==> config.mk <==
export PLATFORM = sky130hd
export DESIGN_NAME = ifetch_data_stage
export DESIGN_NICKNAME = d
export VERILOG_FILES = /design/src/source/ifetch_pkg.sv /design/src/source/ifetch_data_stage.sv
export SDC_FILE = /design/constraint.sdc
export NUM_CORES = 1
export LEC_CHECK = 0
export BUFFER_PORTS_ARGS = -buffer_cell sky130_fd_sc_hd__buf_2
export CAP_MARGIN = 20
export CORE_AREA = 3 3 300 302
export DETAILED_ROUTE_END_ITERATION = 10
export DIE_AREA = 0 0 303 305
export SETUP_SLACK_MARGIN = 0.2
export SLEW_MARGIN = 20
export SYNTH_ARGS = -nofsm -noshare
export SYNTH_HDL_FRONTEND = slang
export SYNTH_SLANG_ARGS = --single-unit
==> constraint.sdc <==
create_clock -name clk -period 5.6 [get_ports clk]
set_input_delay 0.56 -clock clk [delete_from_list [all_inputs] [get_ports clk]]
set_output_delay 0.56 -clock clk [all_outputs]
set_load 0.005 [all_outputs]
==> src/source/ifetch_pkg.sv <==
// Shared sizes and types for the instruction fetch front end
// Cache geometry, address views, TLB entries and stage-to-stage structs
`default_nettype none

package ifetch_pkg;

    localparam int NUM_THREADS = 4;
    localparam int NUM_WAYS = 2;
    localparam int NUM_SETS = 32;
    localparam int LINE_BYTES = 64;
    localparam int LINE_BITS = LINE_BYTES * 8;
    localparam int LINE_OFFSET_BITS = $clog2(LINE_BYTES);
    localparam int SET_BITS = $clog2(NUM_SETS);
    localparam int TAG_BITS = 32 - SET_BITS - LINE_OFFSET_BITS;
    localparam int LINE_INDEX_BITS = $clog2(NUM_WAYS * NUM_SETS);
    localparam int PAGE_BITS = 12;
    localparam int VPAGE_BITS = 32 - PAGE_BITS;
    localparam int TLB_ENTRIES = 16;
    localparam int TLB_INDEX_BITS = $clog2(TLB_ENTRIES);
    localparam int TLB_TAG_BITS = VPAGE_BITS - TLB_INDEX_BITS;

    typedef logic [$clog2(NUM_THREADS)-1:0] thread_idx_t;
    typedef logic [$clog2(NUM_WAYS)-1:0] way_idx_t;
    typedef logic [SET_BITS-1:0] set_idx_t;
    typedef logic [TAG_BITS-1:0] tag_t;
    typedef logic [LINE_OFFSET_BITS-1:0] line_offset_t;
    typedef logic [LINE_BITS-1:0] line_data_t;
    typedef logic [TAG_BITS+SET_BITS-1:0] line_addr_t;
    typedef logic [VPAGE_BITS-1:0] vpage_t;

    typedef struct packed {
        tag_t tag;
        set_idx_t set_idx;
        line_offset_t offset;
    } paddr_fields_t;

    // Physical address, built as a word and read back as cache fields
    typedef union packed {
        logic [31:0] raw;
        paddr_fields_t f;
    } paddr_t;

    typedef struct packed {
        logic [VPAGE_BITS-1:0] ppage;
        logic present;
        logic executable;
        logic supervisor;
    } tlb_entry_t;

    typedef struct packed {
        logic en;
        vpage_t vpage;
        tlb_entry_t entry;
    } tlb_update_t;

    typedef struct packed {
        logic requested;
        thread_idx_t thread;
        logic [31:0] vaddr;
        paddr_t paddr;
        logic tlb_hit;
        logic tlb_present;
        logic tlb_executable;
        logic tlb_supervisor;
        tag_t [NUM_WAYS-1:0] way_tag;
        logic [NUM_WAYS-1:0] way_valid;
    } tag_result_t;

    typedef struct packed {
        logic en;
        set_idx_t set_idx;
        tag_t tag;
        line_data_t data;
    } fill_t;

    typedef struct packed {
        logic en;
        way_idx_t way;
        set_idx_t set_idx;
        line_data_t data;
    } data_update_t;

    typedef struct packed {
        logic valid;
        line_addr_t line_addr;
        thread_idx_t thread;
    } miss_req_t;

    typedef struct packed {
        logic instruction_valid;
        logic [31:0] instruction;
        logic [31:0] pc;
        thread_idx_t thread;
        logic tlb_miss;
        logic page_fault;
        logic executable_fault;
        logic supervisor_fault;
        logic alignment_fault;
    } fetch_result_t;

endpackage

`default_nettype wire

==> src/source/ifetch_data_stage.sv <==
// Fetch data stage
// Hit and near-miss detection, miss request, line read,
// word extraction and fault generation
`timescale 1ns/10ps
`default_nettype none

module ifetch_data_stage
    import ifetch_pkg::*;
(
    input wire clk,
    input wire reset,
    input wire tag_result_t tag_in,
    input wire fill_tag_en,
    input wire set_idx_t fill_set,
    input wire tag_t fill_tag,
    input wire rollback_en,
    input wire thread_idx_t rollback_thread,
    input wire [NUM_THREADS-1:0] supervisor_en,
    output logic sram_read_en,
    output logic [LINE_INDEX_BITS-1:0] sram_read_addr,
    input wire line_data_t sram_read_data,
    output logic lru_update_en,
    output way_idx_t lru_update_way,
    output logic near_miss,
    output miss_req_t miss_req,
    output fetch_result_t fetch_out
);

    logic [NUM_WAYS-1:0] way_hit;
    way_idx_t hit_way;
    logic cache_hit;
    logic rollback_here;
    logic live;
    logic tlb_ok;
    logic [LINE_OFFSET_BITS-3:0] lane;
    logic [31:0] word;
    logic valid_q;
    logic tlb_miss_q;
    logic page_fault_q;
    logic executable_fault_q;
    logic supervisor_fault_q;
    logic alignment_fault_q;
    logic [31:0] pc_q;
    thread_idx_t thread_q;

    always_comb
    begin
        hit_way = '0;
        for (int w = 0; w < NUM_WAYS; w++)
        begin
            way_hit[w] = tag_in.way_valid[w] && tag_in.way_tag[w] == tag_in.paddr.f.tag;
            if (way_hit[w])
                hit_way = way_idx_t'(w);
        end
    end

    assign tlb_ok = tag_in.requested && tag_in.tlb_hit;
    assign cache_hit = |way_hit && tag_in.tlb_hit;
    assign rollback_here = rollback_en && rollback_thread == tag_in.thread;
    assign live = tag_in.requested && !rollback_here;

    // Line is being tagged right now, its data lands next cycle, so retry
    assign near_miss = !cache_hit && tlb_ok && fill_tag_en
        && fill_set == tag_in.paddr.f.set_idx && fill_tag == tag_in.paddr.f.tag;

    assign miss_req.valid = !cache_hit && tlb_ok && !near_miss && !rollback_here;
    assign miss_req.line_addr = {tag_in.paddr.f.tag, tag_in.paddr.f.set_idx};
    assign miss_req.thread = tag_in.thread;

    assign sram_read_en = cache_hit && tag_in.requested;
    assign sram_read_addr = {hit_way, tag_in.paddr.f.set_idx};
    assign lru_update_en = cache_hit && tag_in.requested;
    assign lru_update_way = hit_way;

    always_ff @(posedge clk or posedge reset)
    begin
        if (reset)
        begin
            valid_q <= 1'b0;
            tlb_miss_q <= 1'b0;
            page_fault_q <= 1'b0;
            executable_fault_q <= 1'b0;
            supervisor_fault_q <= 1'b0;
            alignment_fault_q <= 1'b0;
        end
        else
        begin
            // TLB miss hides the entry flags, a missing page hides the rest
            valid_q <= live && cache_hit;
            tlb_miss_q <= live && !tag_in.tlb_hit;
            page_fault_q <= live && tag_in.tlb_hit && !tag_in.tlb_present;
            executable_fault_q <= live && tag_in.tlb_hit && tag_in.tlb_present
                && !tag_in.tlb_executable;
            supervisor_fault_q <= live && tag_in.tlb_hit && tag_in.tlb_present
                && tag_in.tlb_supervisor && !supervisor_en[tag_in.thread];
            alignment_fault_q <= live && tag_in.vaddr[1:0] != 2'b00;
        end
    end

    always_ff @(posedge clk)
    begin
        pc_q <= tag_in.vaddr;
        thread_q <= tag_in.thread;
    end

    // Offset 0 sits in the top lane of the line
    assign lane = ~pc_q[LINE_OFFSET_BITS-1:2];
    assign word = sram_read_data[32 * lane +: 32];

    always_comb
    begin
        fetch_out.instruction_valid = valid_q;
        fetch_out.instruction = {word[7:0], word[15:8], word[23:16], word[31:24]};
        fetch_out.pc = pc_q;
        fetch_out.thread = thread_q;
        fetch_out.tlb_miss = tlb_miss_q;
        fetch_out.page_fault = page_fault_q;
        fetch_out.executable_fault = executable_fault_q;
        fetch_out.supervisor_fault = supervisor_fault_q;
        fetch_out.alignment_fault = alignment_fault_q;
    end

    // Tag stage must never leave one line in two ways
    assert property (@(posedge clk) disable iff (reset)
        tag_in.requested |-> $onehot0(way_hit));

    assert property (@(posedge clk) disable iff (reset)
        fetch_out.tlb_miss |-> !(fetch_out.page_fault || fetch_out.executable_fault
        || fetch_out.supervisor_fault || fetch_out.instruction_valid));

    assert property (@(posedge clk) disable iff (reset)
        fetch_out.page_fault |-> !(fetch_out.executable_fault || fetch_out.supervisor_fault));

endmodule

`default_nettype wire

Word-level counts from Yosys, hierarchy flattened --
Cells that the tools add are included.
Word-level totals: register bits 40, input port bits 663, output and inout port bits 111, word-level logic and storage cells 50
Operators by class: order comparisons 1, equality and inequality tests 5, shifts and indexed selects 1, mux-type cells 3, bitwise logic cells 1, reductions and logical operators 31
Operators by type and width (number):
- 512-bit by 10-bit indexed part select with 32-bit output | 1
- 21-bit equality test | 3
- 1-bit logical AND | 22
- 1-bit logical NOT | 7
- 5-bit equality test | 1
- 4-bit inverter | 1
- 2-bit by 3-bit less-than comparator with 1-bit output, second input constant | 1
- 1-bit binary-select mux with 2-bit select | 1
- 2-bit equality test | 1
- 1-bit two-way mux | 2
- 2-bit nonzero test | 1
- 2-bit OR reduction | 1

Longest topological paths before layout --
word-level depth 12, gate-level depth with buffers 6, gate-level depth less buffers 5

Worst setup path before layout --
No wires, ideal clock.
path type reg2out, from register pc_q[3], to output fetch_out[39] in the netlist's numbering, arrival 1749 ps, required time 5040 ps, path slack 3291 ps, stages on the path, launching flop included 5, buffers on the path 2, path through dfxtp_1 clkbuf_1 clkbuf_1 mux4_2 mux4_2
RTL lines:
- start, declared | RTL line ifetch_data_stage.sv:43 | logic [31:0] pc_q;
- start signal, assigned | RTL line ifetch_data_stage.sv:102 | pc_q <= tag_in.vaddr;
- end, declared | RTL line ifetch_data_stage.sv:26 | output fetch_result_t fetch_out

==> flow_summary.toml <==
[layout]
fin_nets = 1762
area_delta_synth_final_pct = 88.12
utilization_pct = 12.48
stdcell_area_sq_um = 10980
post_route_cells_drive_above_1_share_pct = 85.91
fillers = 10132
fin_cells = 2296

[worst_setup_path]
crit_path_max_fanout = 38
crit_slowest_cell = "dfxtp_4"
required_ps = 5040
critPathMaxStageDelay_ps = 840
end_kind = "output pin"
worst-setup-path-type = "register to output pin"
cpMostUsedCell = "mux4_2"
critPathLaunchType = "register"
cp.arrival_ps = 2970
path_cells = "buf_12 -> mux4_2 -> mux4_2 -> buf_2"

[timing]
tns_ps = 0
worst_slack_ps = 2071
timing.final.crit_share_pct = 63.01
finalSetupViolCount = 0
finalHoldViolations = 0
slew-limit-headroom_pct = 43.63
hold_ws_ps = 166.9
fin_crit_ps = 3529
max_freq_mhz = 283.4
rsz0062_at_grt = "no"
slew_violations = 0
worstMarginPinSlew_ps = 845.6

[floorplan]
num_rows = 109
initial_core_util_pct = 6.634
die_w_um = 303
ios = 774
coreArea_sq_um = 87970
fp.dieArea_sq_um = 92420
die_h_um = 305

[power_and_ir_drop]
power.density_nw_per_um2 = 124.9
fin_total_pwr_mw = 1.371
leakagePower_nw = 4.891
max-vdd-ir-drop_v = 0.00007843

[drt]
vias = 7639
drc = 0
drt-initial-drc-count = 706
first_pass_iters = 5
routed_wl_um = 60140
avgRoutedWirePerCell_um = 26.19
via_per_inst = 3.327
ant_nets = 0

[logic_synthesis]
postSynthAreaPerCell_sq_um = 15.04
synth_flop_cell = "dfxtp_1"
syn-num-nets = 1051
synth_edf_count = 0
async_flop_share_pct = 15.00
synth_seq_area_share_pct = 14.24
syn_inst = 388
ys_ff_latch = 40
yosysWarnings = 0
synth_cell_type_count = 23
syn-cell-area_sq_um = 5836

[outcome]
run_status = "complete, no violations"

[place]
gp_congestion = 0.9242
dp_slack_ps = 2291
placed_area_sq_um = 10760
portBuffers = 767
place_inst = 2257
place_hpwl_um = 55760

[clocking]
clkTransAtPathRegs_ps = 70
cts_tree = "done"
cts_made_buffers = 5
postCtsHoldBufs = 0
ctsHtreeMaxLevel = 2
cts_buffer_depth = 2
clock-root-buffer = "clkbuf_16"
cts_resized = 0
cts.sinks = 40
postCtsSetupRepairBufs = 0

[grt]
gr-usage-all-layers_pct = 12.23
grt_pass1_vias = 7755
overflow = 0
antenna_found_initial = 91
grt_first_pass_wirelength_um = 73690
grt_max_degree = 46

[hold_path]
hp-class = "input pin to async pin"

[flow_run]
max_cap_violations = 0
## cell usage in the layout (no fill, tap or decap)
cell type	netlist	final
mux4_2	156	156
clkinv_1	0	1
dfxtp_2	0	1
o22ai_1	1	1
dfrtp_1	6	6
dfxtp_4	0	3
inv_1	1	1
nor4bb_1	1	1
nand2_1	2	2
nor3b_1	2	2
nor2_1	7	7
buf_12	0	3
xor2_1	48	48
nor4_1	13	13
nor2b_1	1	1
clkbuf_16	0	5
clkbuf_1	11	2
nand3_1	5	5
dfxtp_1	34	30
buf_4	51	10
xnor2_1	22	22
nand4_1	7	7
diode_2	0	31
buf_2	6	767
mux4_1	5	5
and3_1	1	1
## power by group
group | switching [mW] | internal (mW)
clock | 0.133 | 0.165
combinational | 0.315 | 0.434
sequential | 0.0245 | 0.299
## routing by layer
layer,vias to the layer above,wire length [um],GRT usage [%]
li1,3099,-,-
met1,3660,22570,14.48
met2,708,26580,19.37
met3,140,8471,5.913
met4,32,2303,3.802
met5,-,217,0
## worst max-delay path by stage
stage          slack [ps]  depth (start not counted)             from       endpoint
6_report             2070                          4  pc_q[2]$_DFF_P_  fetch_out[56]
2_1_floorplan        3290                          4  pc_q[3]$_DFF_P_  fetch_out[39]
4_1_cts              1950                          4  pc_q[2]$_DFF_P_  fetch_out[56]
3_3_place_gp         2300                          4  pc_q[2]$_DFF_P_  fetch_out[56]
3_5_place_dp         2290                          4  pc_q[2]$_DFF_P_  fetch_out[56]
5_1_grt              1870                          4  pc_q[2]$_DFF_P_  fetch_out[56]
## critical path: cells and delay by family (launching register included)
family   cells  cell delay (ps)
buf+inv      2              520
flops        1              840
mux          2             1180
## cell type report
type / count / area, sq um / area share (%)
tap: 1165 / 1458 / 13.28
clock buffer: 7 / 132.6 / 1.208
clock inverter: 1 / 3.754 / 0.03419
inverter: 1 / 3.754 / 0.03419
sequential: 40 / 843.3 / 7.682
multi-input combinational: 271 / 4486 / 40.86
timing repair buffer: 780 / 3974 / 36.20
antenna: 31 / 77.57 / 0.7066
## kinds of logic after synthesis
group / after synthesis / share of synthesized area [%]
mux: 161 / 62.46
compound gates: 1 / 0.1073
buf+inv: 77 / 8.898
simple gates: 39 / 3.795
flops: 40 / 14.24
xor+xnor: 70 / 10.51
## synthesized netlist by cell type (4+ instances only)
cell | number | area (sq um)
xnor2_1 | 22 | 192.7
buf_4 | 51 | 382.9
clkbuf_1 | 11 | 41.29
buf_2 | 6 | 30.03
mux4_2 | 156 | 3513
mux4_1 | 5 | 131.4
nand4_1 | 7 | 43.79
dfxtp_1 | 34 | 680.7
nand3_1 | 5 | 25.02
dfrtp_1 | 6 | 150.1
xor2_1 | 48 | 420.4
nor2_1 | 7 | 26.28
nor4_1 | 13 | 81.33
buf_6 | 4 | 45.04
## flip-flops by register name (all words and copies together) (netlist names)
signal	flops
pc_q	32
executable_fault_q	1
alignment_fault_q	1
tlb_miss_q	1
valid_q	1
page_fault_q	1
thread_q	2
supervisor_fault_q	1
Power figures use the tool's default switching activity.
