## src/source/ifetch_pkg.sv

```systemverilog
// Shared sizes and types for the instruction fetch front end
// Cache geometry, address views, TLB entries and stage-to-stage structs
`default_nettype none

package ifetch_pkg;

    localparam int NUM_THREADS = 4;
    localparam int NUM_WAYS = 2;
    localparam int NUM_SETS = 32;
    localparam int LINE_BYTES = 64;
    localparam int LINE_BITS = LINE_BYTES * 8;
    localparam int LINE_OFFSET_BITS = $clog2(LINE_BYTES);
    localparam int SET_BITS = $clog2(NUM_SETS);
    localparam int TAG_BITS = 32 - SET_BITS - LINE_OFFSET_BITS;
    localparam int LINE_INDEX_BITS = $clog2(NUM_WAYS * NUM_SETS);
    localparam int PAGE_BITS = 12;
    localparam int VPAGE_BITS = 32 - PAGE_BITS;
    localparam int TLB_ENTRIES = 16;
    localparam int TLB_INDEX_BITS = $clog2(TLB_ENTRIES);
    localparam int TLB_TAG_BITS = VPAGE_BITS - TLB_INDEX_BITS;

    typedef logic [$clog2(NUM_THREADS)-1:0] thread_idx_t;
    typedef logic [$clog2(NUM_WAYS)-1:0] way_idx_t;
    typedef logic [SET_BITS-1:0] set_idx_t;
    typedef logic [TAG_BITS-1:0] tag_t;
    typedef logic [LINE_OFFSET_BITS-1:0] line_offset_t;
    typedef logic [LINE_BITS-1:0] line_data_t;
    typedef logic [TAG_BITS+SET_BITS-1:0] line_addr_t;
    typedef logic [VPAGE_BITS-1:0] vpage_t;

    typedef struct packed {
        tag_t tag;
        set_idx_t set_idx;
        line_offset_t offset;
    } paddr_fields_t;

    // Physical address, built as a word and read back as cache fields
    typedef union packed {
        logic [31:0] raw;
        paddr_fields_t f;
    } paddr_t;

    typedef struct packed {
        logic [VPAGE_BITS-1:0] ppage;
        logic present;
        logic executable;
        logic supervisor;
    } tlb_entry_t;

    typedef struct packed {
        logic en;
        vpage_t vpage;
        tlb_entry_t entry;
    } tlb_update_t;

    typedef struct packed {
        logic requested;
        thread_idx_t thread;
        logic [31:0] vaddr;
        paddr_t paddr;
        logic tlb_hit;
        logic tlb_present;
        logic tlb_executable;
        logic tlb_supervisor;
        tag_t [NUM_WAYS-1:0] way_tag;
        logic [NUM_WAYS-1:0] way_valid;
    } tag_result_t;

    typedef struct packed {
        logic en;
        set_idx_t set_idx;
        tag_t tag;
        line_data_t data;
    } fill_t;

    typedef struct packed {
        logic en;
        way_idx_t way;
        set_idx_t set_idx;
        line_data_t data;
    } data_update_t;

    typedef struct packed {
        logic valid;
        line_addr_t line_addr;
        thread_idx_t thread;
    } miss_req_t;

    typedef struct packed {
        logic instruction_valid;
        logic [31:0] instruction;
        logic [31:0] pc;
        thread_idx_t thread;
        logic tlb_miss;
        logic page_fault;
        logic executable_fault;
        logic supervisor_fault;
        logic alignment_fault;
    } fetch_result_t;

endpackage

`default_nettype wire

```

## src/source/ifetch_tag_stage.sv

```systemverilog
// Fetch tag stage
// Per-thread PCs and sleep state, round-robin thread pick,
// TLB lookup, tag/valid/LRU arrays and line fill sequencing
`timescale 1ns/10ps
`default_nettype none

module ifetch_tag_stage
    import ifetch_pkg::*;
(
    input wire clk,
    input wire reset,
    input wire redirect_en,
    input wire thread_idx_t redirect_thread,
    input wire [31:0] redirect_pc,
    input wire [NUM_THREADS-1:0] thread_en,
    input wire fill_t fill,
    input wire miss_strobe,
    input wire thread_idx_t miss_thread,
    input wire near_miss,
    input wire lru_update_en,
    input wire way_idx_t lru_update_way,
    output vpage_t tlb_vpage,
    input wire tlb_hit,
    input wire tlb_entry_t tlb_entry,
    output tag_result_t tag_out,
    output data_update_t data_update
);

    logic [31:0] pc [NUM_THREADS];
    logic [NUM_THREADS-1:0] ready;
    logic [NUM_THREADS-1:0] waiting;
    line_addr_t wait_line [NUM_THREADS];
    thread_idx_t last_thread;
    logic [NUM_THREADS-1:0] can_run;
    logic sel_valid;
    thread_idx_t sel_thread;
    logic [31:0] sel_pc;
    paddr_t lookup_paddr;
    set_idx_t lookup_set;
    logic retry;
    tag_t tags [NUM_WAYS][NUM_SETS];
    logic [NUM_WAYS-1:0][NUM_SETS-1:0] valid_bits;
    logic [NUM_SETS-1:0] lru_bits;
    way_idx_t fill_way;
    line_addr_t fill_line;
    tag_result_t tag_next;
    tag_result_t tag_q;
    logic tag_requested;
    data_update_t update_q;
    logic update_en;

    assign retry = near_miss || miss_strobe;
    assign fill_line = {fill.tag, fill.set_idx};

    // A thread being redirected or retried must not issue its stale PC
    always_comb
    begin
        can_run = ready & ~waiting & thread_en;
        if (redirect_en)
            can_run[redirect_thread] = 1'b0;
        if (retry)
            can_run[tag_out.thread] = 1'b0;
    end

    // Round robin, starting after the last thread picked
    always_comb
    begin
        thread_idx_t cand;
        sel_valid = 1'b0;
        sel_thread = last_thread;
        for (int i = 1; i <= NUM_THREADS; i++)
        begin
            cand = thread_idx_t'(last_thread + i);
            if (!sel_valid && can_run[cand])
            begin
                sel_valid = 1'b1;
                sel_thread = cand;
            end
        end
    end

    always_ff @(posedge clk or posedge reset)
    begin
        if (reset)
        begin
            ready <= '0;
            waiting <= '0;
            last_thread <= '0;
            for (int t = 0; t < NUM_THREADS; t++)
            begin
                pc[t] <= '0;
                wait_line[t] <= '0;
            end
        end
        else
        begin
            if (sel_valid)
                last_thread <= sel_thread;
            for (int t = 0; t < NUM_THREADS; t++)
            begin
                if (redirect_en && redirect_thread == thread_idx_t'(t))
                begin
                    pc[t] <= redirect_pc;
                    ready[t] <= 1'b1;
                    waiting[t] <= 1'b0;
                end
                else if (miss_strobe && miss_thread == thread_idx_t'(t))
                begin
                    // Sleep until the missing line is tagged
                    pc[t] <= tag_out.vaddr;
                    ready[t] <= 1'b0;
                    waiting[t] <= 1'b1;
                    wait_line[t] <= {tag_out.paddr.f.tag, tag_out.paddr.f.set_idx};
                end
                else if (near_miss && tag_out.thread == thread_idx_t'(t))
                    pc[t] <= tag_out.vaddr;
                else if (waiting[t] && fill.en && wait_line[t] == fill_line)
                begin
                    waiting[t] <= 1'b0;
                    ready[t] <= 1'b1;
                end
                else if (sel_valid && sel_thread == thread_idx_t'(t))
                    pc[t] <= pc[t] + 32'd4;
            end
        end
    end

    // Refill a way that already holds the line, otherwise the LRU way
    always_comb
    begin
        fill_way = lru_bits[fill.set_idx];
        for (int w = 0; w < NUM_WAYS; w++)
        begin
            if (valid_bits[w][fill.set_idx] && tags[w][fill.set_idx] == fill.tag)
                fill_way = way_idx_t'(w);
        end
    end

    always_ff @(posedge clk)
    begin
        if (fill.en)
            tags[fill_way][fill.set_idx] <= fill.tag;
    end

    // LRU bit names the way to evict next; a fill makes its way most recent
    always_ff @(posedge clk or posedge reset)
    begin
        if (reset)
        begin
            valid_bits <= '0;
            lru_bits <= '0;
        end
        else
        begin
            if (lru_update_en)
                lru_bits[tag_out.paddr.f.set_idx] <= ~lru_update_way;
            if (fill.en)
            begin
                valid_bits[fill_way][fill.set_idx] <= 1'b1;
                lru_bits[fill.set_idx] <= ~fill_way;
            end
        end
    end

    assign sel_pc = pc[sel_thread];
    assign tlb_vpage = sel_pc[31:PAGE_BITS];
    assign lookup_paddr.raw = {tlb_entry.ppage, sel_pc[PAGE_BITS-1:0]};
    assign lookup_set = lookup_paddr.f.set_idx;

    always_comb
    begin
        tag_next.requested = sel_valid;
        tag_next.thread = sel_thread;
        tag_next.vaddr = sel_pc;
        tag_next.paddr = lookup_paddr;
        tag_next.tlb_hit = tlb_hit;
        tag_next.tlb_present = tlb_entry.present;
        tag_next.tlb_executable = tlb_entry.executable;
        tag_next.tlb_supervisor = tlb_entry.supervisor;
        for (int w = 0; w < NUM_WAYS; w++)
        begin
            tag_next.way_tag[w] = tags[w][lookup_set];
            tag_next.way_valid[w] = valid_bits[w][lookup_set];
            // Forward a tag written this cycle into the looked-up set
            if (fill.en && fill_way == way_idx_t'(w) && fill.set_idx == lookup_set)
            begin
                tag_next.way_tag[w] = fill.tag;
                tag_next.way_valid[w] = 1'b1;
            end
        end
    end

    always_ff @(posedge clk or posedge reset)
    begin
        if (reset)
        begin
            tag_requested <= 1'b0;
            update_en <= 1'b0;
        end
        else
        begin
            tag_requested <= sel_valid;
            update_en <= fill.en;
        end
    end

    // Line data trails its tag write by one cycle
    always_ff @(posedge clk)
    begin
        tag_q <= tag_next;
        update_q <= '{en: fill.en, way: fill_way, set_idx: fill.set_idx, data: fill.data};
    end

    always_comb
    begin
        tag_out = tag_q;
        tag_out.requested = tag_requested;
        data_update = update_q;
        data_update.en = update_en;
    end

    // A thread is never runnable while asleep on a line
    assert property (@(posedge clk) disable iff (reset) (ready & waiting) == '0);

endmodule

`default_nettype wire

```

## config.mk

```make
export PLATFORM = sky130hd
export DESIGN_NAME = ifetch_tag_stage
export DESIGN_NICKNAME = d
export VERILOG_FILES = /design/src/source/ifetch_pkg.sv /design/src/source/ifetch_tag_stage.sv
export SDC_FILE = /design/constraint.sdc
export NUM_CORES = 2
export LEC_CHECK = 0
export BUFFER_PORTS_ARGS = -buffer_cell sky130_fd_sc_hd__buf_2
export CORE_MARGIN = 3
export CORE_UTILIZATION = 40
export CTS_CLUSTER_SIZE = 8
export DETAILED_ROUTE_END_ITERATION = 8
export PLACE_DENSITY = 0.62
export RECOVER_POWER = 25
export SLEW_MARGIN = 40
export SYNTH_ARGS = -nofsm -noshare
export SYNTH_HDL_FRONTEND = slang
export SYNTH_SLANG_ARGS = --single-unit
```

## constraint.sdc

```tcl
create_clock -name clk -period 12.5 [get_ports clk]
set_input_delay 1.25 -clock clk [delete_from_list [all_inputs] [get_ports clk]]
set_output_delay 1.25 -clock clk [all_outputs]
set_load 0.05 [all_outputs]
```

== Yosys cells after proc, flatten, opt, wreduce, memory -nomap -nowiden ==
Memories as Yosys holds them, arrays and structs flattened.
Cells that the tools add are included.
Storage, ports and cells
  register bits: 972
  latch bits: 0
  bits in writable memories: 1344
  ROM bits: 0
  bits of input ports: 610
  word-level logic and storage cells: 292
  memories: 1
Memory list
  tags: words 2, bits a word 672, read ports 2, clocked after Yosys merged registers in 0, wr ports 1, RTL line ifetch_tag_stage.sv:41  | tag_t tags [NUM_WAYS][NUM_SETS];
Operators by class
  add/sub/neg operators: 8
  multipliers: 0
  div/mod/pow operators: 0
  order comparisons: 19
  equality and inequality tests: 27
  shift-type cells: 0
  multiplexer cells: 117
  bitwise gates (word level): 17
  reduce and logical (&&, ||, !) cells: 67
Operator list (count)
  $mux W32: 25
  $mux W672: 1
  $bmux W21 S5: 4
  $mux W21: 11
  $add A32 B3 Y32 const B: 4
  $demux W21 S5: 1
  $eq A26 B26 Y1: 4
  $bmux W32 S2: 1
  $bwmux W32: 2
  $or A64 B64 Y64: 1
  $mux W1: 52
  $eq A21 B21 Y1: 2
  $logic_and A1 B1 Y1: 39
  $demux W32 S1: 1
  $bmux W1 S5: 5
  $reduce_and A2 Y1: 12
  $lt A2 B3 Y1 const B: 6
  $lt A5 B6 Y1 const B: 3
  $and A4 B4 Y4: 4
  $eq A2 B2 Y1 const B: 8
  $ne A4 B4 Y1 const B: 4
  $reduce_bool A4 Y1: 4
  $ge A6 B6 Y1 const B: 2
  $ne A3 B3 Y1 const B: 4
  other kinds (23): 55

== Depth between registers and ports, before layout ==
  depth in word-level cells: 30
  gate-level depth with buffers: 19

== Worst setup path after synthesis ==
OpenSTA, ideal clock, no wires.
  path type: input port to flip-flop
  start point: input port fill[534] (netlist bit)
  end point: memory tags[1][399] (netlist bit), enable pin
  library setup time: 427 ps
  data arrival time: 5579 ps
  slack: 6494 ps
  stages: 15
  buffers on the path: 7
  cell sequence: buf_2 -> buf_4 -> buf_6 -> buf_2 -> buf_4 -> buf_2 -> mux4_2 -> a221oi_1 -> o221ai_1 -> xnor2_1 -> nand4_1 -> nor4_1 -> a21oi_2 -> clkbuf_1 -> nor3_1
Between the ends
  word-level cells in the longest chain between the ends: 8
RTL lines
  start: declaration: RTL line ifetch_tag_stage.sv:16  | input wire fill_t fill,
  $not A5 Y6 (implied by the code): RTL line ifetch_tag_stage.sv:134, ifetch_tag_stage.sv:142
  $bmux W21 S5: RTL line ifetch_tag_stage.sv:134  | if (valid_bits[w][fill.set_idx] && tags[w][fill.set_idx] == fill.tag)
  $mux W21 (implied by the code) (2 in series): RTL line ifetch_tag_stage.sv:134
  $eq A21 B21 Y1: RTL line ifetch_tag_stage.sv:134
  $logic_and A1 B1 Y1: RTL line ifetch_tag_stage.sv:134
  $mux W1 (2 in series): RTL line ifetch_tag_stage.sv:134
  end: declaration: RTL line ifetch_tag_stage.sv:41
Parallel ways exist; a longest one is shown, timed or not. The select of a mux whose other input is x is not followed.

== Final worst setup path ==
  start point: input port fill[536] (netlist bit)
  end point: memory tags[0][493] (netlist bit), enable pin
Between the ends
  word-level cells in the longest chain between the ends: 8
RTL lines
  $not A5 Y6 (implied by the code): RTL line ifetch_tag_stage.sv:134
  $bmux W21 S5: RTL line ifetch_tag_stage.sv:134
  $mux W21 (implied by the code) (2 in series): RTL line ifetch_tag_stage.sv:134
  $eq A21 B21 Y1: RTL line ifetch_tag_stage.sv:134
  $logic_and A1 B1 Y1: RTL line ifetch_tag_stage.sv:134
  $mux W1: RTL line ifetch_tag_stage.sv:134
  $mux W1 *: RTL line ifetch_tag_stage.sv:134
  via fill_way: RTL line ifetch_tag_stage.sv:44  | way_idx_t fill_way;
Mark *: on every way through the listed nets, which the timed path passes. The rest lies on a longest branch. The select of a mux whose other input is x is not followed.

==> summary.md <==
| Metric | Value |
|---|---|
| Non-Filler Instances | `12422` |
| Placed inst area | `109100 µm²` |
| Via count | `80955` |
| RSZ-0062 raised after global routing | `no` |
| Total global routing overflow | `0` |
| Clock skew | `83.53 ps` |
| Async set-reset flop share out of synthesis | `14.76%` |
| CTS tree | `done` |
| Post-synth EDFFs | `1344` |
| Wire per inst | `40.54 µm` |
| Hold Worst Slack | `384.0 ps` |
| Fin Setup TNS | `0 ps` |
| Sequential cell area | `61280 µm²` |
| Initial Util | `40.42%` |
| Cell taking the most area after synthesis | `edfxtp_1` |
| Synthesized net count | `8280` |
| Post-CTS Hold Buffers | `0` |
| CTS max path bufs | `4` |
| # rows | `181` |
| Critical setup path kind | `in -> reg` |
| Clock Sinks | `2304` |
| Placed cells | `11758` |
| Final setup viols | `0` |
| Die span in x | `503.2 µm` |
| Count leader, synth | `edfxtp_1` |
| Outcome | `finished with violations` |
| Yosys reg bits | `2304` |
| Top cell type's share of synthesized area | `40.82%` |
| GRT Overall Usage | `38.37%` |
| Skew-Pair Late Insertion Delay | `970 ps` |
| Vias per inst | `6.517` |
| Final Cell Area | `118700 µm²` |
| Sequential element share of the synthesized area | `61.98%` |
| Prevailing post-synth register cell | `edfxtp_1` |
| Hpwl dp | `351300 µm` |
| First-pass GRT wire length | `661100 µm` |
| Final max-slew violation count | `689` |
| DRT Wirelength | `503600 µm` |
| CTS Buf Count | `340` |
| Commonest cells in the netlist | `1344 x edfxtp_1, 996 x nand2_1, 620 x dfxtp_1` |
| Max_slew headroom | `-326.3%` |
| Initial antenna violation count | `281` |
| CP Data Arrival Time | `9920 ps` |
| Io pins | `1264` |
| FMAX | `107.3 MHz` |
| Failing checks | `antenna rules, capacitance limit, slew limit` |
| Crit path capture type | `flop` |
| Startpoint Class | `input port` |
| Multi-input logic area | `35100 µm²` |
| DRT iter0 DRCs | `13802` |
| Synth Area per Inst | `12.90 µm²` |
| Die area | `253200 µm²` |
| Period utilization | `74.54%` |
| Clock Pin Slew Worst Setup and Hold Paths | `50 ps` |
| Crit path required time | `13100 ps` |
| Slew @ Worst Pin | `6360 ps` |
| Pin count of the biggest net entering global routing | `161` |
| Synth warnings | `0` |
| Gpl congestion | `1.010` |
| Top post-synthesis cells by area | `edfxtp_1 41%, dfxtp_1 13%, dfrtp_1 8.6%, mux4_2 6.7%, mux2i_1 5.2%` |
| Number of global-route vias before repair | `74112` |
| Endpoints failing hold | `0` |
| Cell count after synthesis | `7666` |
| Die Span Y | `503.2 µm` |
| Fill count | `21476` |
| Fin util | `48.54%` |
| Post-CTS sizing | `0` |
| Syn-to-layout area delta | `20.09%` |
| LEAKAGE | `44.80 nW` |
| Remaining DRCs | `0` |
| Fraction of layout cells with a size suffix above 1 | `24.99%` |
| Hold WC Path Type | `in -> reg` |
| Worst vdd ir | `0.3695 mV` |
| Port bufs | `1263` |
| # nets final | `9515` |
| Max_cap viols | `19` |
| Synthesized area | `98860 µm²` |
| Core area | `244600 µm²` |
| H-tree depth | `5` |
| PD cells | `265.5 nW/µm²` |
| Fin crit period | `9318 ps` |
| Largest fanout on the critical path | `55` |
| Unique masters post-synth | `80` |
| TritonRoute pass-1 iters | `6` |
| Clock root cell | `clkbuf_16` |
| ANT nets after route | `1` |
| Post-CTS setup buffers | `0` |
-- sequential cells by signal, indices dropped and copies added, names as in the netlist --
name	count
tags	1344
data_update	518
pc	128
wait_line	104
tag_out	102
valid_bits	64
lru_bits	32
ready	4
waiting	4
last_thread	2
tag_requested	1
update_en	1
-- power by group --
part | switching, mW | leakage (nW) | total [mW] | internal (mW)
combinational | 9.42 | 18.8 | 13.4 | 3.95
sequential | 0.873 | 21.4 | 9.67 | 8.79
clock | 3.41 | 4.58 | 8.49 | 5.08
total | 13.7 | 44.8 | 31.5 | 17.8
-- critical path, stage by stage --
cell      delay, ps
buf_2            70
clkbuf_1       2150
or4b_2          900
buf_4           350
o22ai_1         100
nor4_1          410
a21oi_1         120
or4_1           650
nor4_2          660
nand4_1         430
a21oi_4         500
buf_4           740
inv_1           490
nor2_4          510
buf_4           410
-- placed cells by master (no fill, tap or decap), types with 194 or more instances in the layout --
master / n
clkbuf_1: 348
nand2_1: 995
clkbuf_16: 342
a21oi_1: 194
a22oi_1: 256
mux4_2: 295
dfrtp_1: 340
buf_2: 1148
nand3_1: 313
mux2i_1: 515
dfxtp_1: 619
nor2_1: 286
edfxtp_1: 1344
-- cells by family after synthesis --
logic type	Yosys count	share of synthesized area (%)
AOI/OAI and AO/OA	1397	9.598
xor gates and xnor gates	221	1.958
adders and majority gates	4	0.05062
buffers and inverters	663	3.016
DFF	2304	61.98
muxes	940	13.41
and+or+nand+nor	2137	9.980
-- final timing paths --
| path | cells past startpoint | startpoint | slack, ps | to |
|---|---|---|---|---|
| min in group asynchronous | 2 | reset | 2350 | pc[17] |
| hold reg to reg | 1 | valid_bits[26] | 490 | valid_bits[26] |
| setup / recovery | 15 | fill[536] | 3180 | tags[0][493] |
| max in group asynchronous | 3 | reset | 5460 | pc[38] |
| setup reg to reg | 16 | tag_out[113] | 5530 | tag_out[39] |
| hold / removal | 1 | tlb_entry[22] | 380 | tag_out[79] |
-- area by class of cell --
| type | count | share of cell area [%] |
|---|---|---|
| multi-input combinational | 4699 | 29.56 |
| antenna | 87 | 0.1834 |
| clock inverter | 13 | 0.1549 |
| tap | 3202 | 3.374 |
| timing repair buffer | 1498 | 6.962 |
| inverter | 58 | 0.2108 |
| clock buffer | 561 | 7.935 |
| sequential | 2304 | 51.62 |
-- per-stage QoR --
stage / setup slack (ps) / power, mW
global route: 3251 / 32.33
detailed placement: 4093 / 22.63
CTS: 5085 / 31.08
finish: 3182 / 31.52
floorplan: 1827 / 17.74
global placement: 3575 / 22.39
-- layer usage --
metal	GRT usage (%)	part of all wire, %	up-vias
met3	14.24	14	1552
met2	53.77	41	7346
met4	19.47	6.4	76
met5	0	0.10	-
li1	-	-	31805
met1	51.93	38	40176
(Power assumes the default switching activity.)
