**src/source/ifetch_pkg.sv**
```systemverilog
// Shared sizes and types for the instruction fetch front end
// Cache geometry, address views, TLB entries and stage-to-stage structs
`default_nettype none

package ifetch_pkg;

    localparam int NUM_THREADS = 4;
    localparam int NUM_WAYS = 2;
    localparam int NUM_SETS = 32;
    localparam int LINE_BYTES = 64;
    localparam int LINE_BITS = LINE_BYTES * 8;
    localparam int LINE_OFFSET_BITS = $clog2(LINE_BYTES);
    localparam int SET_BITS = $clog2(NUM_SETS);
    localparam int TAG_BITS = 32 - SET_BITS - LINE_OFFSET_BITS;
    localparam int LINE_INDEX_BITS = $clog2(NUM_WAYS * NUM_SETS);
    localparam int PAGE_BITS = 12;
    localparam int VPAGE_BITS = 32 - PAGE_BITS;
    localparam int TLB_ENTRIES = 16;
    localparam int TLB_INDEX_BITS = $clog2(TLB_ENTRIES);
    localparam int TLB_TAG_BITS = VPAGE_BITS - TLB_INDEX_BITS;

    typedef logic [$clog2(NUM_THREADS)-1:0] thread_idx_t;
    typedef logic [$clog2(NUM_WAYS)-1:0] way_idx_t;
    typedef logic [SET_BITS-1:0] set_idx_t;
    typedef logic [TAG_BITS-1:0] tag_t;
    typedef logic [LINE_OFFSET_BITS-1:0] line_offset_t;
    typedef logic [LINE_BITS-1:0] line_data_t;
    typedef logic [TAG_BITS+SET_BITS-1:0] line_addr_t;
    typedef logic [VPAGE_BITS-1:0] vpage_t;

    typedef struct packed {
        tag_t tag;
        set_idx_t set_idx;
        line_offset_t offset;
    } paddr_fields_t;

    // Physical address, built as a word and read back as cache fields
    typedef union packed {
        logic [31:0] raw;
        paddr_fields_t f;
    } paddr_t;

    typedef struct packed {
        logic [VPAGE_BITS-1:0] ppage;
        logic present;
        logic executable;
        logic supervisor;
    } tlb_entry_t;

    typedef struct packed {
        logic en;
        vpage_t vpage;
        tlb_entry_t entry;
    } tlb_update_t;

    typedef struct packed {
        logic requested;
        thread_idx_t thread;
        logic [31:0] vaddr;
        paddr_t paddr;
        logic tlb_hit;
        logic tlb_present;
        logic tlb_executable;
        logic tlb_supervisor;
        tag_t [NUM_WAYS-1:0] way_tag;
        logic [NUM_WAYS-1:0] way_valid;
    } tag_result_t;

    typedef struct packed {
        logic en;
        set_idx_t set_idx;
        tag_t tag;
        line_data_t data;
    } fill_t;

    typedef struct packed {
        logic en;
        way_idx_t way;
        set_idx_t set_idx;
        line_data_t data;
    } data_update_t;

    typedef struct packed {
        logic valid;
        line_addr_t line_addr;
        thread_idx_t thread;
    } miss_req_t;

    typedef struct packed {
        logic instruction_valid;
        logic [31:0] instruction;
        logic [31:0] pc;
        thread_idx_t thread;
        logic tlb_miss;
        logic page_fault;
        logic executable_fault;
        logic supervisor_fault;
        logic alignment_fault;
    } fetch_result_t;

endpackage

`default_nettype wire

```
**src/source/itlb.sv**
```systemverilog
// Instruction TLB
// Direct-mapped table indexed by the low page bits,
// combinational lookup and a single write port
`timescale 1ns/10ps
`default_nettype none

module itlb
    import ifetch_pkg::*;
(
    input wire clk,
    input wire reset,
    input wire tlb_update_t update,
    input wire vpage_t lookup_vpage,
    output logic hit,
    output tlb_entry_t entry
);

    logic [TLB_ENTRIES-1:0] entry_valid;
    logic [TLB_TAG_BITS-1:0] entry_tag [TLB_ENTRIES];
    tlb_entry_t entry_data [TLB_ENTRIES];
    logic [TLB_INDEX_BITS-1:0] lookup_idx;
    logic [TLB_INDEX_BITS-1:0] update_idx;

    assign lookup_idx = lookup_vpage[TLB_INDEX_BITS-1:0];
    assign update_idx = update.vpage[TLB_INDEX_BITS-1:0];

    // Valid bits only, the stored pages are don't-care until written
    always_ff @(posedge clk or posedge reset)
    begin
        if (reset)
        begin
            entry_valid <= '0;
        end
        else if (update.en)
        begin
            entry_valid[update_idx] <= 1'b1;
        end
    end

    always_ff @(posedge clk)
    begin
        if (update.en)
        begin
            entry_tag[update_idx] <= update.vpage[VPAGE_BITS-1:TLB_INDEX_BITS];
            entry_data[update_idx] <= update.entry;
        end
    end

    // Read from flops, so a write shows up on the following cycle
    assign hit = entry_valid[lookup_idx]
        && entry_tag[lookup_idx] == lookup_vpage[VPAGE_BITS-1:TLB_INDEX_BITS];
    assign entry = entry_data[lookup_idx];

endmodule

`default_nettype wire

```
**config.mk**
```make
export PLATFORM = sky130hd
export DESIGN_NAME = itlb
export DESIGN_NICKNAME = d
export VERILOG_FILES = /design/src/source/ifetch_pkg.sv /design/src/source/itlb.sv
export SDC_FILE = /design/constraint.sdc
export NUM_CORES = 1
export LEC_CHECK = 0
export BUFFER_PORTS_ARGS = -buffer_cell sky130_fd_sc_hd__clkbuf_2
export CAP_MARGIN = 20
export CELL_PAD_IN_SITES_DETAIL_PLACEMENT = 0
export CELL_PAD_IN_SITES_GLOBAL_PLACEMENT = 1
export CORE_ASPECT_RATIO = 1.5
export CORE_MARGIN = 8
export CORE_UTILIZATION = 48
export DETAILED_ROUTE_END_ITERATION = 8
export PLACE_DENSITY_LB_ADDON = 0.1
export SKIP_CTS_REPAIR_TIMING = 1
export SYNTH_ARGS = -nofsm -noshare
export SYNTH_HDL_FRONTEND = slang
export SYNTH_SLANG_ARGS = --single-unit
```
**constraint.sdc**
```tcl
create_clock -name clk -period 5 [get_ports clk]
set_input_delay 0 -clock clk [delete_from_list [all_inputs] [get_ports clk]]
set_output_delay 0 -clock clk [all_outputs]
set_load 0.005 [all_outputs]
```
### Word level (Yosys, flattened, before mapping)

Memory sizes are Yosys's and may differ from the RTL's.
Cells that the tools add are included.

* register bits after elaboration: 16
* latch bits: 0
* RAM bits: 624
* bits in read-only memories: 0
* bits of input ports: 66
* output and inout bits: 24
* word-level logic and storage cells: 16
* memories: 2

* add/sub/neg operators: 0
* $mul: 0
* divide/modulo/power cells: 0
* magnitude comparators: 3
* equality and inequality tests: 1
* shift-type cells: 0
* multiplexer cells: 6
* bitwise logic cells: 1
* reduce and logical (&&, ||, !) cells: 2

Memory list
* entry_data: words 16, width 23, rd ports 1, clocked after memory_dff 0, wr ports 1, line itlb.sv:20 `tlb_entry_t entry_data [TLB_ENTRIES];`
* entry_tag: words 16, width 16, rd ports 1, clocked after memory_dff 0, wr ports 1, line itlb.sv:19 `logic [TLB_TAG_BITS-1:0] entry_tag [TLB_ENTRIES];`

Operators by type and width (count)
* 16-bit equality test: 1
* 16-bit OR: 1
* 4-bit by 5-bit less-than comparator with 1-bit output, second input constant: 2
* 1-bit binary-select mux with 4-bit select: 1
* 1-bit demux with 4-bit select: 1
* 4-bit by 1-bit >= comparator with 1-bit output, second input constant: 1
* 1-bit two-way mux: 4
* 1-bit logical AND: 2

### Longest topological paths before layout

Gate-level depths: netlist of the first run.

* depth after elaboration: 5
* gate-level depth with buffers: 10
* depth with buffers taken out: 6

### Least setup slack after synthesis of the first run

OpenSTA, ideal clock, no wires.

* path kind: input-to-reg
* start: input port update[25] (netlist name)
* end: register entry_valid[0]
* setup time: 88 ps
* arrival time: 4520 ps
* data required time: 4912 ps
* setup slack: 392 ps
* cell stages on the path: 3
* path buffers: 1
* path through: clkbuf_1 > nor4_1 > or2_2

* word-level cells in the longest chain between the ends: 5
* elaborated cells between the ends (all ways): 6
* classes of those cells: order compare (2); mux (2); bitwise (1); reduce/logical (1)

Ends and longest elaborated chain
* from (decl): line itlb.sv:12 `input wire tlb_update_t update,`
* 4-bit by 5-bit less-than comparator with 1-bit output (not written as such) or 4-bit by 1-bit >= comparator with 1-bit output (tied branches): line itlb.sv:36 `entry_valid[update_idx] <= 1'b1;`
* 1-bit logical AND (not written as such): line itlb.sv:36
* 1-bit two-way mux (not written as such): line itlb.sv:36
* 1-bit demux with 4-bit select *: line itlb.sv:36
* 16-bit OR (no source line) *
* to (signal assigned): line itlb.sv:32 `entry_valid <= '0;`
* to (signal, indexed assignment): line itlb.sv:36
* to (decl): line itlb.sv:18 `logic [TLB_ENTRIES-1:0] entry_valid;`

Every way passes the cells marked *; elsewhere a longest branch is shown, timed or not.
A chain may end at the register's enable or synchronous reset.

### Worst setup path after layout of the first run

* start: input port lookup_vpage[1]
* end: output port hit

* word-level cells in the longest chain between the ends: 3
* elaborated cells between the ends (all ways): 5
* classes of those cells: eq/ne (1); mux (2); reduce/logical (1); memory (1)

Ends and longest elaborated chain
* from (decl): line itlb.sv:13 `input wire vpage_t lookup_vpage,`
* memory read 16 x 16 bit or 1-bit binary-select mux with 4-bit select (tied branches)
* 16-bit equality test or 1-bit two-way mux (tied branches): line itlb.sv:51, itlb.sv:50
* 1-bit logical AND *: line itlb.sv:51 `&& entry_tag[lookup_idx] == lookup_vpage[VPAGE_BITS-1:TLB_INDEX_BITS];`
* to (decl): line itlb.sv:14 `output logic hit,`

Every way passes the cells marked *; elsewhere a longest branch is shown, timed or not. The select of a mux whose other input is x is not followed.

==> impl_results.md, run 1 <==
* Grt ovf at 0
* Total GRT Usage at 18.49%
* Synth Flop Type: edfxtp_1
* CTS max path bufs at 3
* First-pass GRT wire length at 79,660 um
* Fin crit period at ~3.3 ns
* Ratio of final minimum period to clock period at 66.49%
* Layout Utilization at 55.69%
* Number of nets with antenna violations after routing at 0
* LEAKAGE at approximately 0.0090 uW
* Commonest non-fill, non-tap cell in the layout: edfxtp_1
* Post-Route Setup TNS at 0 ns
* Adder-cell share of the synthesized area at 0%
* Main combinational cell family by area after synthesis: multiplexers
* WL final at 54,490 um
* Routed WL per cell at 28.76 um
* Area Growth Syn to Fin at 14.83%
* Post-DP HPWL at 28,550 um
* Tot Pwr at 11,020 uW
* Seq cells post-synth at 640
* Post-Synth Simple-Gate Area at 1.288%
* Root buf cell: clkbuf_16
* Async SR Flop Fraction at between 2 and 3%
* WHS at 0.01526 ns
* Sequential fraction of the synthesis area at 77.88%
* Max FO, Critical Path at 86
* 1st-iter DRT viols at 622
* Fin. Hold Viols at 0
* Core area at 50,670 sq um
* Routed vias at between 10,000 and 15,000
* Area share of xor/xnor cells in the synthesized design at 0.8910%
* CTS buffer count at between 50 and 60
* Max transition margin at 29.42%
* Starting density of the core at 48.50%
* Final setup viols at 0
* DP Area at ~26,000 sq um
* IO Port Bufs at 89
* Worst endpoint required time at 5.00 ns
* CP Class: in2out
* Post-layout instance area at 28,220 sq um
* RSZ-0062 raised after global routing: no
* Avg Inst Size Synth at 24.45 sq um
* Worst-skew pair later-pin latency at 0.57 ns
* Actual slew at the worst max-slew pin at 1.059 ns
* Io pins at 90
* Final net count at about 1,200
* WP data arrival at 3.32 ns
* GP Congestion at between 0.7 and 0.8
* Num rows at 101
* Compound-Gate Fraction of Synth Area at 0.4430%
* Vias/cell at 5.753
* DRC viols at 0
* Fraction of layout cells with a size suffix above 1 at 33.50%
* Fmax at 300.8 MHz
* Initial antenna violation count at 0
* CP Capture Type: output port
* 1st-pass router iterations at 4
* Die height at 293.1 um
* Synth Cell Area at 24,570 sq um
* Total of max-cap violations at 0
* Htree depth at 2
* Chip Width at 200.7 um
* Most frequent cells in the layout: 624 x edfxtp_1, 182 x mux4_2, 85 x clkbuf_2, 61 x clkbuf_16, 42 x dlygate4sd3_1
* Peak VDD IR at 318.8 uV
* Die Area at 58,840 sq um
* Largest net degree at the start of global routing at a little under 90
* Post-synth EDFFs at between 600 and 700
* Max Transition Viols Final at 0
* Reg area at 19,140 sq um
* CTS tree: done
* Clock sink total at 640
* Syn nets at 1,071
* Status: finished, final reports clean
* Area of the multi-input gates at approximately 5200 sq um
* Hold WC Path Type: in2reg
* Post-Syn Instances at around 1,000
* Clock transition at the registers of the reported paths at 0.06 ns
* Mux cell area share after synthesis at 18.31%
* Synth warn at 0
* Vias in the first global route at 11,670
* Fill cells at 3,821
* PwrDens at 390.7 nW/um^2
* Startpoint Class: primary input
* Clock skew at 0 ns
* Netlist cell types at 39
-- synthesized netlist by cell type, types with 2 or more instances --
cell type	number	share of area, %
a21oi_1	2	0.041
buf_1	4	0.061
buf_2	23	0.47
buf_4	5	0.15
buf_6	4	0.18
clkbuf_1	11	0.17
dfrtp_1	16	1.6
edfxtp_1	624	76
inv_1	5	0.076
mux2i_1	31	1.3
mux4_1	3	0.32
mux4_2	182	17
nand2_1	4	0.061
nand2b_1	3	0.076
nand3_1	4	0.081
nand3b_1	2	0.061
nand4_1	2	0.051
nor2_1	8	0.12
nor2b_1	2	0.051
nor3_1	9	0.18
nor4_1	3	0.076
o211ai_1	2	0.061
o22ai_1	2	0.051
or2_2	16	0.41
xnor2_1	18	0.64
xor2_1	7	0.25
-- cell families after synthesis --
| group | count (synthesis) |
|---|---|
| flops | 640 |
| mux | 217 |
| simple gates | 56 |
| buf+inv | 53 |
| xor+xnor | 25 |
| compound gates | 14 |
-- state kept, by name (all words and copies together), names as in the netlist --
name,cells
entry_valid,16
entry_data,368
entry_tag,256
-- critical path, cell delays in order --
cell and delay (ns):
buf_6 0.67, buf_4 0.81, mux4_2 0.43, a222oi_1 0.35, mux2i_1 0.12, nor2_1 0.11, o22ai_1 0.10, nor4_2 0.37
clkbuf_2 0.18
-- layer usage --
layer,track usage (%),part of all wire (%),vias up
met5,0,0,-
met4,4.802,2.1,0
met3,2.282,3.2,75
met2,33.04,53,218
met1,23.84,42,5947
li1,-,-,4662
-- power by group --
group,leakage [uW],internal (uW),switching (uW)
logic,0.00230,305,351
registers,0.00580,6020,31.4
clock network,0.000892,2460,1860
-- path summary, 6_finish.rpt --
check / from / end / slack [ns] / cells after the start
max: lookup_vpage[1] / hit / 1.68 / 9
min: update[24] / entry_tag[12][3] / 0.02 / 4
max reg2reg: entry_valid[4] / entry_valid[4] / 4.20 / 1
min reg2reg: entry_valid[9] / entry_valid[9] / 0.46 / 1
max in group asynchronous: reset / entry_valid[0] / 4.48 / 3
min in group asynchronous: reset / entry_valid[6] / 0.09 / 3
-- per-stage QoR --
step,instances,worst slack (ns)
final,1895,1.675
after global routing,1893,1.501
after CTS,1850,1.640
after detailed placement,1744,1.652
after global placement,1743,1.597
after floorplan,1005,0.3924
-- final cells by class --
cell class              count  area share (%)
diodes                      2         0.01774
clock buffers              72           5.556
clock inverters            34          0.9710
inverters                   5         0.06651
multi-input cells         312           18.57
flip-flops and latches    640           67.82
well taps                 669           2.966
repair buffers            161           4.030
Power figures use the tool's default switching activity.
==> run 2, diff against run 1 <==
==> constraint.sdc (replaced) <==
create_clock -name clk -period 3.45 [get_ports clk]
set_input_delay 0 -clock clk [delete_from_list [all_inputs] [get_ports clk]]
set_output_delay 0 -clock clk [all_outputs]
set_load 0.005 [all_outputs]
==> run 2 against run 1 <==
  * Clock power up 43%
  * Utilization about the same
  * Worst setup slack worse by 1.3 ns
  * First-iteration DRC count up 16%
  * Sequential power up 45%
  * Wire length up 0.63%
  * Die area unchanged
  * Power up 44%
  * Global-route usage up 0.17 points
  * Critical path depth down 3
  * Worst hold slack better by 0.032 ns
  * Final cell count about the same
==> impl_results.md, run 2 (synthesized netlist as in run 1, its figures left out) <==
* Status: finished, final reports clean
* Commonest non-fill, non-tap cell in the layout: edfxtp_1
* Peak VDD IR at 450.6 uV
* Fraction of layout cells with a size suffix above 1 at 34.67%
* Root buf cell: clkbuf_16
* CP Capture Type: output port
* Io pins at 90
* Non-Filler Instances at roughly 1,900
* Startpoint Class: register
* Biggest register: entry_data
* Ratio of final minimum period to clock period at between 80% and 90%
* Worst-skew pair later-pin latency at 0.60 ns
* RSZ-0062 raised after global routing: no
* Initial antenna violation count at 2
* Clock skew at 0 ns
* CTS tree: done
* First-pass GRT wire length at ~80,000 um
* CP Class: reg2out
* Post-DP HPWL at 29,580 um
* Largest net degree at the start of global routing at 47
* Final setup viols at 0
* WL final at around 55,000 um
* LEAKAGE at around 0.0090 uW
* Worst endpoint required time at roughly 3.5 ns
* 1st-pass router iterations at 5
* Vias/cell at 5.785
* Most frequent cells in the layout: 624 x edfxtp_1, 182 x mux4_2, 85 x clkbuf_2, 57 x clkbuf_16, 40 x dlygate4sd3_1
* Final net count at 1,251
* Total GRT Usage at about a fifth
* Area Growth Syn to Fin at 14.87%
* Die Area at 58,840 sq um
* Routed vias at 10,970
* Max Transition Viols Final at 0
* Fmax at 323.4 MHz
* Hold WC Path Type: in2reg
* Top flop regs: entry_data: 368 flops, entry_tag: 256 flops, entry_valid: 16 flops
* 1st-iter DRT viols at ~700
* Grt ovf at 0
* Max reg flops at 368
* Fin. Hold Viols at 0
* Hold depth at 4
* Total of max-cap violations at 0
* Clock transition at the registers of the reported paths at 0.06 ns
* WP data arrival at 3.09 ns
* PwrDens at 562.8 nW/um^2
* GP Congestion at 0.7559
* Clock sink total at 640
* Worst R2R Path Depth at 1
* Htree depth at 2
* Max FO, Critical Path at 1
* Fin crit period at 3.093 ns
* Vias in the first global route at 11,750
* Routed WL per cell at 28.92 um
* Max transition margin at 41.96%
* IO Port Bufs at 89
* WHS at 0.04706 ns
* Number of nets with antenna violations after routing at 0
* Die height at 293.1 um
* Num rows at about 100
* Placed cells at roughly 1,800
* Post-Route Setup TNS at 0 ns
* DRC viols at 0
* Chip Width at 200.7 um
* Actual slew at the worst max-slew pin at about 0.87 ns
* Starting density of the core at 48.50%
* CTS max path bufs at 3
* CTS buffer count at 57
* Core area at ~51,000 sq um
-- run 2: cell count changes in the layout (fill, tap and decap cells not counted), moves of 2 or more --
cell | before | now
clkinvlp_4 | 2 | 0
clkinv_1 | 21 | 12
clkbuf_1 | 11 | 9
buf_12 | 2 | 4
clkbuf_16 | 61 | 57
buf_4 | 30 | 38
dlygate4sd3_1 | 42 | 40
inv_6 | 0 | 2
clkinv_2 | 6 | 14
-- run 2: per-stage QoR --
stage	setup WS [ns]	utilization, %	instance area, sq um	power [uW]
6_report	0.3574	55.70	28230	15890
5_1_grt	0.2396	55.70	28230	16380
4_1_cts	0.3172	54.91	27830	16020
3_5_place_dp	0.7045	51.41	26050	9883
3_3_place_gp	0.6907	51.41	26050	9863
2_1_floorplan	-1.158	-	24570	9490
-- run 2: power by group --
part           switching, uW  total (uW)  internal [uW]
sequential              45.2        8760           8720
combinational            513         963            449
clock                   2700        6160           3460
-- run 2: path summary, 6_finish.rpt --
path	start	endpoint	slack (ns)
worst max register to register	entry_valid[15]	entry_valid[15]	2.66
worst min register to register	entry_valid[9]	entry_valid[9]	0.47
max in group asynchronous	reset	entry_valid[8]	2.97
worst max-delay path	entry_tag[2][5]	hit	0.36
worst min-delay path	update[24]	entry_tag[13][8]	0.05
min in group asynchronous	reset	entry_valid[7]	0.06
-- run 2: layout make-up --
| cell class | count | area, sq um |
|---|---|---|
| flip-flops and latches | 640 | 19140 |
| inverters | 5 | 18.77 |
| diodes | 1 | 2.502 |
| clock inverters | 34 | 312.8 |
| well taps | 669 | 837.1 |
| multi-input cells | 312 | 5241 |
| fillers | 3796 | 22450 |
| clock buffers | 66 | 1460 |
| repair buffers | 169 | 1217 |
-- run 2: layer usage --
layer	track usage [%]	routed length, um	vias up
met2	33.16	29260	273
met3	2.612	2328	76
met4	4.784	1101	2
met5	0	9	-
met1	24.04	22140	5956
li1	-	-	4662
-- run 2: worst max-delay path, stage by stage (launching register included) --
cell and delay [ns]:
edfxtp_1 0.37, mux4_1 0.50, mux4_2 0.47, xor2_1 0.18
or4_1 0.42, nor4_2 0.38, clkbuf_2 0.19
==> run 3, diff against run 2 <==
==> constraint.sdc (replaced) <==
create_clock -name clk -period 3.7 [get_ports clk]
set_input_delay 0 -clock clk [delete_from_list [all_inputs] [get_ports clk]]
set_output_delay 0 -clock clk [all_outputs]
set_load 0.005 [all_outputs]
==> run 3 against run 2 <==
  * Critical path depth is the same
  * Worst hold slack lost 0.0068 ns
  * Final cell count grew 0.21%
  * Power shrank 6.0%
  * Count of clock-buffer cells in the layout grew 13
  * Non-clock buffer count is the same
  * First-iteration DRC count grew 39%
  * Design area grew 0.37%
  * Clock power shrank 4.7%
  * Utilization grew 0.20 points
  * Critical path type unchanged
  * Critical endpoint unchanged
==> impl_results.md, run 3 (synthesized netlist as in run 1, its figures left out) <==
* 1st-pass router iterations at 4
* Ratio of final minimum period to clock period at 83.68%
* Largest net degree at the start of global routing at between 40 and 50
* Peak VDD IR at 419.8 uV
* Vias/cell at 5.816
* Max incr delay on CP at roughly 0.49 ns
* Fin. Hold Viols at 0
* Layout Utilization at 55.91%
* Area Growth Syn to Fin at 15.29%
* Setup WS pre-CTS at 0.7650 ns
* Post-DP HPWL at 30,760 um
* Startpoint Class: register
* Grt ovf at 0
* Max Transition Viols Final at 0
* Max reg flops at 368
* Worst endpoint required time at around 3.7 ns
* CTS buffer count at 58
* DRC viols at 0
* Core area at ~51,000 sq um
* Final net count at 1,252
* Critical Path Slowest Stage Cell: mux4_1
* GP Congestion at 0.7288
* CTS tree: done
* CTS max path bufs at 3
* Max transition margin at 37.85%
* Top flop regs: entry_data: 368 flops, entry_tag: 256 flops, entry_valid: 16 flops
* Chip Width at 200.7 um
* Post-Route Setup TNS at 0 ns
* Initial antenna violation count at 0
* CP Capture Type: output port
* 1st-iter DRT viols at 999
* Vias in the first global route at roughly 12,000
* Clock sink total at 640
* Final setup viols at 0
* Number of nets with antenna violations after routing at 0
* Worst-skew pair later-pin latency at 0.58 ns
* Die Area at 58,840 sq um
* Actual slew at the worst max-slew pin at 0.9301 ns
* Diodes inserted at 0
* LEAKAGE at between 0.009 and 0.01 uW
* Max FO, Critical Path at 1
* Io pins at 90
* WP data arrival at 3.10 ns
* Biggest register: entry_data
* Total GRT Usage at 18.82%
* Fmax at 323.0 MHz
* Routed vias at approximately 11,000
* Total of max-cap violations at 0
* First-pass GRT wire length at 81,040 um
* Critical Path, Cell by Cell: mux4_1 -> mux4_2 -> xor2_1 -> or4_1 -> nor4_2 -> clkbuf_2
* Clock skew at 0 ns
* Num rows at around 100
* Die height at slightly below 300 um
* Fin crit period at ~3.1 ns
* CP Class: reg2out
* Routed WL per cell at 29.04 um
* IO Port Bufs at between 80 and 90
* WL final at roughly 55,000 um
* Most frequent cells in the layout: 624 x edfxtp_1, 182 x mux4_2, 85 x clkbuf_2, 61 x clkbuf_16, 42 x dlygate4sd3_1
* PwrDens at 527.3 nW/um^2
* Hold WC Path Type: in2reg
* RSZ-0062 raised after global routing: no
* Htree depth at 2
* Fill cells at 3,780
* Commonest non-fill, non-tap cell in the layout: edfxtp_1
* WHS at 0.04028 ns
* Clock transition at the registers of the reported paths at 0.07 ns
* Final setup margin at a little over 0.6 ns
* Starting density of the core at 48.50%
* Root buf cell: clkbuf_16
* Status: finished, final reports clean
* Fraction of layout cells with a size suffix above 1 at 34.52%
[run 3: cell count changes in the layout (fill, tap and decap cells not counted), moves of 3 or more]
cell       change
buf_4          -3
clkbuf_1       +5
clkbuf_16      +4
clkinv_2       -5
clkbuf_8       +4
[run 3: per-layer routing]
metal / wire length (um) / vias to the layer above / part of all wire (%) / track usage, %
met1: 22300 / 6018 / 40 / 23.81
met4: 1022 / 0 / 1.9 / 4.802
met5: 0 / - / 0 / 0
met3: 2294 / 72 / 4.2 / 2.590
met2: 29560 / 280 / 54 / 33.95
li1: - / 4681 / - / -
[run 3: layout make-up]
type | instances | area, sq um | area share (%)
Inverter | 5 | 18.77 | 0.06624
Clock buffer | 79 | 1634 | 5.768
Timing Repair Buffer | 169 | 1235 | 4.359
Clock inverter | 26 | 227.7 | 0.8037
Tap cell | 669 | 837.1 | 2.954
Sequential cell | 640 | 19140 | 67.55
Multi-Input combinational cell | 312 | 5241 | 18.50
[run 3: path summary, 6_finish.rpt]
| check | start | to | slack (ns) | depth (start not counted) |
|---|---|---|---|---|
| worst max-delay path | entry_tag[2][5] | hit | 0.60 | 6 |
| max in group asynchronous | reset | entry_valid[1] | 3.20 | 3 |
| worst min-delay path | update[26] | entry_tag[12][8] | 0.04 | 3 |
| min in group asynchronous | reset | entry_valid[5] | 0.07 | 3 |
| worst min register to register | entry_valid[14] | entry_valid[14] | 0.47 | 1 |
| worst max register to register | entry_valid[1] | entry_valid[1] | 2.91 | 1 |
[run 3: stage by stage]
stage | cell area [sq um] | instances | power (uW)
after floorplan | 24570 | 1005 | 8849
after global placement | 26050 | 1753 | 9199
after detailed placement | 26050 | 1753 | 9217
after CTS | 27910 | 1858 | 15060
after global routing | 28330 | 1900 | 15400
final | 28330 | 1900 | 14940
[run 3: critical path: cells and delay by family, from the launching register on]
kind | cells | cell delay (ns)
flip-flops | 1 | 0.38
multiplexers | 2 | 0.96
XOR/XNOR | 1 | 0.18
buffers and inverters | 1 | 0.18
AND/OR/NAND/NOR | 2 | 0.80
[run 3: where the power goes]
| group | total [uW] | switching (uW) | internal [uW] |
|---|---|---|---|
| combinational | 898 | 481 | 418 |
| sequential | 8170 | 44.3 | 8130 |
| clock | 5870 | 2510 | 3350 |
